File: src/logic/prof_cfg.svh
`ifndef PROF_CFG_SVH
`define PROF_CFG_SVH

// Counter geometry
`define PROF_COUNTER_WIDTH 32
`define PROF_NUM_COUNTERS 21

// Memory side, bytes per beat and per block
`define PROF_FILL_BYTES 8
`define PROF_BLOCK_BYTES 64
`define PROF_BEAT_CNT_WIDTH 3
`define PROF_SIZE_WIDTH 3

// Slot layout
`define PROF_NUM_STALLS 8
`define PROF_STALL_BASE 2
`define PROF_EVENT_BASE 10

`endif

File: src/logic/prof_pkg.sv
`include "prof_cfg.svh"

package prof_pkg;

  typedef logic [`PROF_COUNTER_WIDTH-1:0] counter_t;
  typedef logic [`PROF_BEAT_CNT_WIDTH-1:0] beat_cnt_t;
  typedef logic [`PROF_SIZE_WIDTH-1:0] msg_size_t;

  // Priority order, highest first
  typedef enum logic [3:0] {
    STALL_IC_MISS    = 4'd0,
    STALL_BR_OVR     = 4'd1,
    STALL_MISPREDICT = 4'd2,
    STALL_DATA_HAZ   = 4'd3,
    STALL_LOAD_DEP   = 4'd4,
    STALL_STRUCT_HAZ = 4'd5,
    STALL_DC_MISS    = 4'd6,
    STALL_UNKNOWN    = 4'd7,
    STALL_NONE       = 4'd8
  } stall_reason_e;

  typedef enum logic {
    MEM_READ  = 1'b0,
    MEM_WRITE = 1'b1
  } mem_op_e;

  // Requester 0 is the icache, 1 the dcache
  typedef struct packed {
    mem_op_e   op;
    logic      requester;
    msg_size_t size;
  } mem_hdr_t;

  typedef struct packed {
    logic          instret;
    stall_reason_e stall;
    logic          ic_req;
    logic          ic_miss_start;
    logic          ic_miss;
    logic          dc_miss_start;
    logic          dc_miss;
  } core_events_t;

  typedef struct packed {
    logic ic_start;
    logic dfetch_start;
    logic devict_start;
    logic ic_busy;
    logic dfetch_busy;
    logic devict_busy;
  } l2_events_t;

  typedef counter_t [`PROF_NUM_COUNTERS-1:0] counter_array_t;

endpackage

File: src/logic/commit_profiler.sv
module commit_profiler (
  input  logic                     clk_i,
  input  logic                     rst_n_i,
  input  logic                     en_i,
  input  logic                     freeze_i,
  input  logic                     instret_i,
  input  logic                     icache_yumi_i,
  input  logic                     icache_miss_i,
  input  logic                     dcache_miss_i,
  input  logic                     br_ovr_i,
  input  logic                     mispredict_i,
  input  logic                     data_haz_i,
  input  logic                     load_dep_i,
  input  logic                     struct_haz_i,
  input  logic                     mem_fwd_v_i,
  input  logic                     mem_fwd_ready_i,
  input  prof_pkg::mem_hdr_t       mem_fwd_hdr_i,
  input  logic                     mem_rev_v_i,
  input  logic                     mem_rev_ready_i,
  input  prof_pkg::mem_hdr_t       mem_rev_hdr_i,
  output prof_pkg::counter_array_t data_o,
  output logic                     instret_o,
  output prof_pkg::stall_reason_e  stall_o
);
  import prof_pkg::*;

  core_events_t core_events;
  l2_events_t   l2_events;

  core_event_sampler u_sampler (
    .clk_i         (clk_i),
    .rst_n_i       (rst_n_i),
    .instret_i     (instret_i),
    .icache_yumi_i (icache_yumi_i),
    .icache_miss_i (icache_miss_i),
    .dcache_miss_i (dcache_miss_i),
    .br_ovr_i      (br_ovr_i),
    .mispredict_i  (mispredict_i),
    .data_haz_i    (data_haz_i),
    .load_dep_i    (load_dep_i),
    .struct_haz_i  (struct_haz_i),
    .core_events_o (core_events)
  );

  l2_occupancy_tracker u_l2_tracker (
    .clk_i           (clk_i),
    .rst_n_i         (rst_n_i),
    .mem_fwd_v_i     (mem_fwd_v_i),
    .mem_fwd_ready_i (mem_fwd_ready_i),
    .mem_fwd_hdr_i   (mem_fwd_hdr_i),
    .mem_rev_v_i     (mem_rev_v_i),
    .mem_rev_ready_i (mem_rev_ready_i),
    .mem_rev_hdr_i   (mem_rev_hdr_i),
    .l2_events_o     (l2_events)
  );

  event_counter_bank u_counters (
    .clk_i         (clk_i),
    .rst_n_i       (rst_n_i),
    .en_i          (en_i),
    .freeze_i      (freeze_i),
    .core_events_i (core_events),
    .l2_events_i   (l2_events),
    .data_o        (data_o)
  );

  // Live commit status straight from the sampler
  assign instret_o = core_events.instret;
  assign stall_o   = core_events.stall;

endmodule

File: src/logic/core_event_sampler.sv
module core_event_sampler (
  input  logic                   clk_i,
  input  logic                   rst_n_i,
  input  logic                   instret_i,
  input  logic                   icache_yumi_i,
  input  logic                   icache_miss_i,
  input  logic                   dcache_miss_i,
  input  logic                   br_ovr_i,
  input  logic                   mispredict_i,
  input  logic                   data_haz_i,
  input  logic                   load_dep_i,
  input  logic                   struct_haz_i,
  output prof_pkg::core_events_t core_events_o
);
  import prof_pkg::*;

  core_events_t events_d;

  always_comb begin
    events_d.instret = instret_i;
    events_d.ic_req  = icache_yumi_i;
    events_d.ic_miss = icache_miss_i;
    events_d.dc_miss = dcache_miss_i;
    // Registered miss level doubles as the previous sample
    events_d.ic_miss_start = icache_miss_i & ~core_events_o.ic_miss;
    events_d.dc_miss_start = dcache_miss_i & ~core_events_o.dc_miss;

    if (instret_i)
      events_d.stall = STALL_NONE;
    else if (icache_miss_i)
      events_d.stall = STALL_IC_MISS;
    else if (br_ovr_i)
      events_d.stall = STALL_BR_OVR;
    else if (mispredict_i)
      events_d.stall = STALL_MISPREDICT;
    else if (data_haz_i)
      events_d.stall = STALL_DATA_HAZ;
    else if (load_dep_i)
      events_d.stall = STALL_LOAD_DEP;
    else if (struct_haz_i)
      events_d.stall = STALL_STRUCT_HAZ;
    else if (dcache_miss_i)
      events_d.stall = STALL_DC_MISS;
    else
      events_d.stall = STALL_UNKNOWN;
  end

  always_ff @(posedge clk_i or negedge rst_n_i) begin
    if (!rst_n_i) begin
      core_events_o.instret       <= 1'b0;
      core_events_o.stall         <= STALL_UNKNOWN;
      core_events_o.ic_req        <= 1'b0;
      core_events_o.ic_miss_start <= 1'b0;
      core_events_o.ic_miss       <= 1'b0;
      core_events_o.dc_miss_start <= 1'b0;
      core_events_o.dc_miss       <= 1'b0;
    end else begin
      core_events_o <= events_d;
    end
  end

endmodule

File: src/logic/event_counter_bank.sv
`include "prof_cfg.svh"

module event_counter_bank (
  input  logic                     clk_i,
  input  logic                     rst_n_i,
  input  logic                     en_i,
  input  logic                     freeze_i,
  input  prof_pkg::core_events_t   core_events_i,
  input  prof_pkg::l2_events_t     l2_events_i,
  output prof_pkg::counter_array_t data_o
);
  import prof_pkg::*;

  logic [`PROF_NUM_COUNTERS-1:0] inc;

  // Increment strobe per slot
  always_comb begin
    inc    = '0;
    inc[0] = 1'b1;
    inc[1] = core_events_i.instret;

    for (int i = 0; i < `PROF_NUM_STALLS; i++) begin
      inc[`PROF_STALL_BASE+i] = ~core_events_i.instret &
                                (core_events_i.stall == stall_reason_e'(i));
    end

    // L1 events
    inc[`PROF_EVENT_BASE+0] = core_events_i.ic_req;
    inc[`PROF_EVENT_BASE+1] = core_events_i.ic_miss_start;
    inc[`PROF_EVENT_BASE+2] = core_events_i.ic_miss;
    inc[`PROF_EVENT_BASE+3] = core_events_i.dc_miss_start;
    inc[`PROF_EVENT_BASE+4] = core_events_i.dc_miss;

    // L2 transactions by requester
    inc[`PROF_EVENT_BASE+5] = l2_events_i.ic_start;
    inc[`PROF_EVENT_BASE+6] = l2_events_i.dfetch_start;
    inc[`PROF_EVENT_BASE+7] = l2_events_i.devict_start;

    // L2 busy cycles
    inc[`PROF_EVENT_BASE+8]  = l2_events_i.ic_busy;
    inc[`PROF_EVENT_BASE+9]  = l2_events_i.dfetch_busy;
    inc[`PROF_EVENT_BASE+10] = l2_events_i.devict_busy;
  end

  // Freeze clears everything, even when counting is disabled
  always_ff @(posedge clk_i or negedge rst_n_i) begin
    if (!rst_n_i) begin
      data_o <= '0;
    end else if (freeze_i) begin
      data_o <= '0;
    end else if (en_i) begin
      for (int i = 0; i < `PROF_NUM_COUNTERS; i++) begin
        // Wraps at the top
        if (inc[i])
          data_o[i] <= data_o[i] + counter_t'(1);
      end
    end
  end

endmodule

File: src/logic/l2_occupancy_tracker.sv
`include "prof_cfg.svh"

module l2_occupancy_tracker (
  input  logic                 clk_i,
  input  logic                 rst_n_i,
  input  logic                 mem_fwd_v_i,
  input  logic                 mem_fwd_ready_i,
  input  prof_pkg::mem_hdr_t   mem_fwd_hdr_i,
  input  logic                 mem_rev_v_i,
  input  logic                 mem_rev_ready_i,
  input  prof_pkg::mem_hdr_t   mem_rev_hdr_i,
  output prof_pkg::l2_events_t l2_events_o
);
  import prof_pkg::*;

  // Final beat index for messages of one beat up to one block
  function automatic beat_cnt_t last_beat(msg_size_t size);
    int unsigned beats;
    beats = (32'd1 << size) / `PROF_FILL_BYTES;
    if (beats == 0)
      beats = 1;
    if (beats > `PROF_BLOCK_BYTES / `PROF_FILL_BYTES)
      beats = `PROF_BLOCK_BYTES / `PROF_FILL_BYTES;
    return beat_cnt_t'(beats - 1);
  endfunction

  // One-hot class with ic in bit 0, dfetch in bit 1 and devict in bit 2
  function automatic logic [2:0] req_class(mem_hdr_t hdr);
    return {hdr.requester & (hdr.op == MEM_WRITE),
            hdr.requester & (hdr.op == MEM_READ),
            ~hdr.requester};
  endfunction

  // Channel 0 is forward, channel 1 is reverse
  mem_hdr_t [1:0]  hdr;
  beat_cnt_t [1:0] cnt_q;
  logic [1:0]      beat;
  logic            first;
  logic [1:0]      last;
  logic [2:0]      set;
  logic [2:0]      clr;
  logic [2:0]      busy_q;
  logic [2:0]      busy_dly_q;
  logic [2:0]      start;

  assign hdr  = {mem_rev_hdr_i, mem_fwd_hdr_i};
  assign beat = {mem_rev_v_i & mem_rev_ready_i, mem_fwd_v_i & mem_fwd_ready_i};

  always_comb begin
    first = beat[0] & (cnt_q[0] == '0);
    for (int ch = 0; ch < 2; ch++) begin
      last[ch] = beat[ch] & (cnt_q[ch] == last_beat(hdr[ch].size));
    end
  end

  always_ff @(posedge clk_i or negedge rst_n_i) begin
    if (!rst_n_i) begin
      cnt_q <= '0;
    end else begin
      for (int ch = 0; ch < 2; ch++) begin
        if (last[ch])
          cnt_q[ch] <= '0;
        else if (beat[ch])
          cnt_q[ch] <= cnt_q[ch] + beat_cnt_t'(1);
      end
    end
  end

  assign set = {3{first}} & req_class(hdr[0]);
  assign clr = {3{last[1]}} & req_class(hdr[1]);

  // A new request takes priority over a retiring reply
  always_ff @(posedge clk_i or negedge rst_n_i) begin
    if (!rst_n_i) begin
      busy_q     <= '0;
      busy_dly_q <= '0;
    end else begin
      busy_q     <= (busy_q & ~clr) | set;
      busy_dly_q <= busy_q;
    end
  end

  assign start = busy_q & ~busy_dly_q;

  assign l2_events_o.ic_start     = start[0];
  assign l2_events_o.dfetch_start = start[1];
  assign l2_events_o.devict_start = start[2];
  assign l2_events_o.ic_busy      = busy_q[0];
  assign l2_events_o.dfetch_busy  = busy_q[1];
  assign l2_events_o.devict_busy  = busy_q[2];

endmodule

File: config.mk
export PLATFORM = sky130hd
export DESIGN_NAME = commit_profiler
export DESIGN_NICKNAME = d
export VERILOG_FILES = /design/src/logic/prof_pkg.sv /design/src/logic/commit_profiler.sv /design/src/logic/core_event_sampler.sv /design/src/logic/event_counter_bank.sv /design/src/logic/l2_occupancy_tracker.sv
export VERILOG_INCLUDE_DIRS = /design/src /design/src/logic
export SDC_FILE = /design/constraint.sdc
export NUM_CORES = 1
export LEC_CHECK = 0
export ABC_CLOCK_PERIOD_IN_PS = 6200
export BUFFER_PORTS_ARGS = -buffer_cell sky130_fd_sc_hd__clkbuf_2
export CORE_ASPECT_RATIO = 1.75
export CORE_UTILIZATION = 31
export DETAILED_ROUTE_END_ITERATION = 10
export GPL_TIMING_DRIVEN = 0
export SLEW_MARGIN = 30
export SYNTH_ARGS = -nofsm -noshare
export SYNTH_HDL_FRONTEND = slang
export SYNTH_SLANG_ARGS = --single-unit
File: constraint.sdc
create_clock -name clk_i -period 6.2 [get_ports clk_i]
set_clock_uncertainty 0.2 [all_clocks]
set_input_delay 0.31 -clock clk_i [delete_from_list [all_inputs] [get_ports clk_i]]
set_output_delay 0.31 -clock clk_i [all_outputs]
set_load 0.02 [all_outputs]
==> impl_metrics.toml <==
[outcome]
outcome = "finished clean"

[global_route]
grt.busiest_layer = "met2"
grt_use_met3 = 0.0594
antenna_found_initial = 6
track_usage = 0.219
use_met1 = 0.242
overflow = 0
grt_start_max_net_pins = 76
grt_pass1_wl_um = 193000
grt_pass1_vias = 31200
grtUsageMet2 = 0.390

[run]
max_cap_violations = 0

[sta]
slew_viol_final = 0
layout_min_cycle_time_ps = 3870
setup_viol = 0
hold_violations = 0
max_slew_margin = 0.324
rsz0062_at_grt = "no"
post-route-period-util = 0.624
max_freq_mhz = 258
worst_hold_slack_ps = 64.3
timing.setup.tns_ps = 0
worst_slew_pin_slew_ps = 1000

[finish]
register_area_um2 = 17300
utilization = 0.392
multiInputGateArea_um2 = 16800
n_fill_cell = 11300
final_common_cell = "clkbuf_2"
final_cell_mix = "clkbuf_2 (714), dfrtp_1 (690), nor2_1 (628)"
syn2layout_area_growth_pct = 25.1
nets = 4584
drive_above_1_share = 0.200

[logic_synthesis]
syn_nets = 3761
synth_area_um2 = 34900
synthCells = 3708
syn-mean-instance-area_um2 = 9.42
synth_cell_types = 62
synth-main-ff-cell = "dfrtp_1"
synth_edf_count = 0
async_reset_ff_frac = 1.00
synth-seq-area-share = 0.497
synth_seq_cells = 693
ys.warnings.count = 0

[drt]
drc_errors = 0
dr.pass1.iters = 5
drt_iter0_drc = 1769
vias = 31400
antenna_left = 0
drt-total-wl_um = 127000
avgViaCountPerCell = 5.18
wire_per_inst_um = 21.0

[power_and_ir_drop]
vdd_drop_max_mv = 0.251
leakagePower_nw = 19.1
cellPowerDensity_nw_per_um2 = 233

[clock_network]
cts_max_level = 3
clk_latency_ps = 650
cts_resized = 0
clockBufferDepth = 3
root_buffer = "clkbuf_16"
cts_setup_buffers = 0
cts_tree = "yes"
cts_made_buffers = 75
path_clk_slew_ps = 60
clock_sinks = 693

[critical_path]
endpoint_kind = "flop"
critical-path-max-stage-delay_ps = 820
crit_arrival_ps = 4230
required_ps = 6560
crit_chain = "clkbuf_1 -> nand2b_1 -> clkbuf_1 -> o21ai_1 -> nand2_1 -> or4_1 -> a21oi_1"
setup.worst_path.start_class = "flop"
crit_fanout = 10
path_class = "reg2reg"
cp_slowest_cell = "o21ai_1"
critPathMostFrequentCell = "clkbuf_1"

[floorplanning]
fp.dieW_um = 256
core_area_um2 = 111000
ios = 704
start_util = 0.313
num_rows = 162
die_area_um2 = 114000
die_h_um = 446

[placed_design]
portBuffers = 701
dp_hpwl_um = 96600
globalplace.congestion = 0.905

[worst_hold_path]
hp-class = "in2async"
synthesized netlist by cell type, types with 17 or more instances:
cell	n	area (µm²)
and4_1	86	753
or3_1	86	538
o21ai_0	86	430
clkbuf_1	141	529
nand4_1	214	1340
and3_1	81	507
xor2_1	254	2220
nor3_1	106	531
a21oi_1	119	596
mux2_2	17	191
nor2_1	628	2360
xnor2_1	294	2570
nor2b_1	23	144
dfrtp_1	690	17300
nand3_1	238	1190
or4_1	22	165
nand2_1	239	897
buf_1	18	67.6
nor4_1	114	713
nor4b_1	21	184
inv_1	50	188
ha_1	26	325
and2_1	33	206
area by class of cell:
class | count | share of cell area
Antenna cell | 2 | 0.000115
Tap cell | 1476 | 0.0423
Timing Repair Buffer | 746 | 0.0955
Clock inverter | 27 | 0.00911
Multi-Input combinational cell | 2794 | 0.384
Clock buffer | 110 | 0.0515
Sequential cell | 693 | 0.397
Inverter | 50 | 0.00430
Buffer | 171 | 0.0160
registers in the layout, summed over array words and instances, names as in the netlist:
signal	count
u_l2_tracker.cnt_q	6
u_l2_tracker.busy_q	3
u_counters.data_o	672
u_l2_tracker.busy_dly_q	3
u_sampler.core_events_o	9
worst max-delay path, delay by kind of cell, from the launching register on:
kind,cells,cell delay (ps)
AO/OA/AOI/OAI,2,970
buffers and inverters,2,1060
flip-flops,1,560
AND/OR/NAND/NOR,3,980
layer usage:
| layer | routed length (µm) | vias to the layer above |
|---|---|---|
| met5 | 13 | - |
| met4 | 5260 | 2 |
| met3 | 9380 | 202 |
| met2 | 64700 | 979 |
| met1 | 48000 | 15600 |
| li1 | - | 14600 |
kinds of logic after synthesis:
logic type | count (synthesis) | synth area share
AO/OA/AOI/OAI | 257 | 0.0411
XOR/XNOR | 548 | 0.137
adder cells (fa/ha/maj) | 26 | 0.00931
buffers and inverters | 221 | 0.0248
flip-flops | 693 | 0.497
multiplexers | 20 | 0.00634
AND/OR/NAND/NOR | 1943 | 0.285
per-stage QoR:
stage	total power [mW]	instance area, µm²	setup slack, ps	std cells
4_1_cts	10.3	43700	2210	6067
6_report	10.2	43700	2330	6069
3_5_place_dp	5.35	40700	1640	5899
3_3_place_gp	5.31	40300	-12980	5885
2_1_floorplan	4.99	34900	3530	3708
5_1_grt	10.5	43700	2160	6067
where the power goes:
part / total, mW / switching [mW] / internal, mW
Sequential: 4.67 / 0.0851 / 4.58
Clock: 4.87 / 2.00 / 2.87
Combinational: 0.628 / 0.436 / 0.192
Total: 10.2 / 2.52 / 7.65
worst paths after layout:
path | depth (start not counted) | slack, ps | start | to
setup / recovery | 7 | 2330 | u_sampler.core_events_o[7] | u_counters.data_o[222]
hold / removal | 3 | 60 | rst_n_i | u_counters.data_o[214]
setup reg to reg | 7 | 2330 | u_sampler.core_events_o[7] | u_counters.data_o[222]
hold reg to reg | 1 | 340 | u_sampler.core_events_o[0] | u_sampler.core_events_o[1]
max in group asynchronous | 6 | 4170 | rst_n_i | u_counters.data_o[388]
min in group clk_i | 6 | 90 | mem_fwd_hdr_i[0] | u_l2_tracker.cnt_q[0]
what timing repair did:
item | in CTS | in global routing
endpoints found under the hold margin | 163 | 0
endpoints found under the setup margin | 0 | 0
hold buffers | 31 | 0
Power figures use the tool's default switching activity.
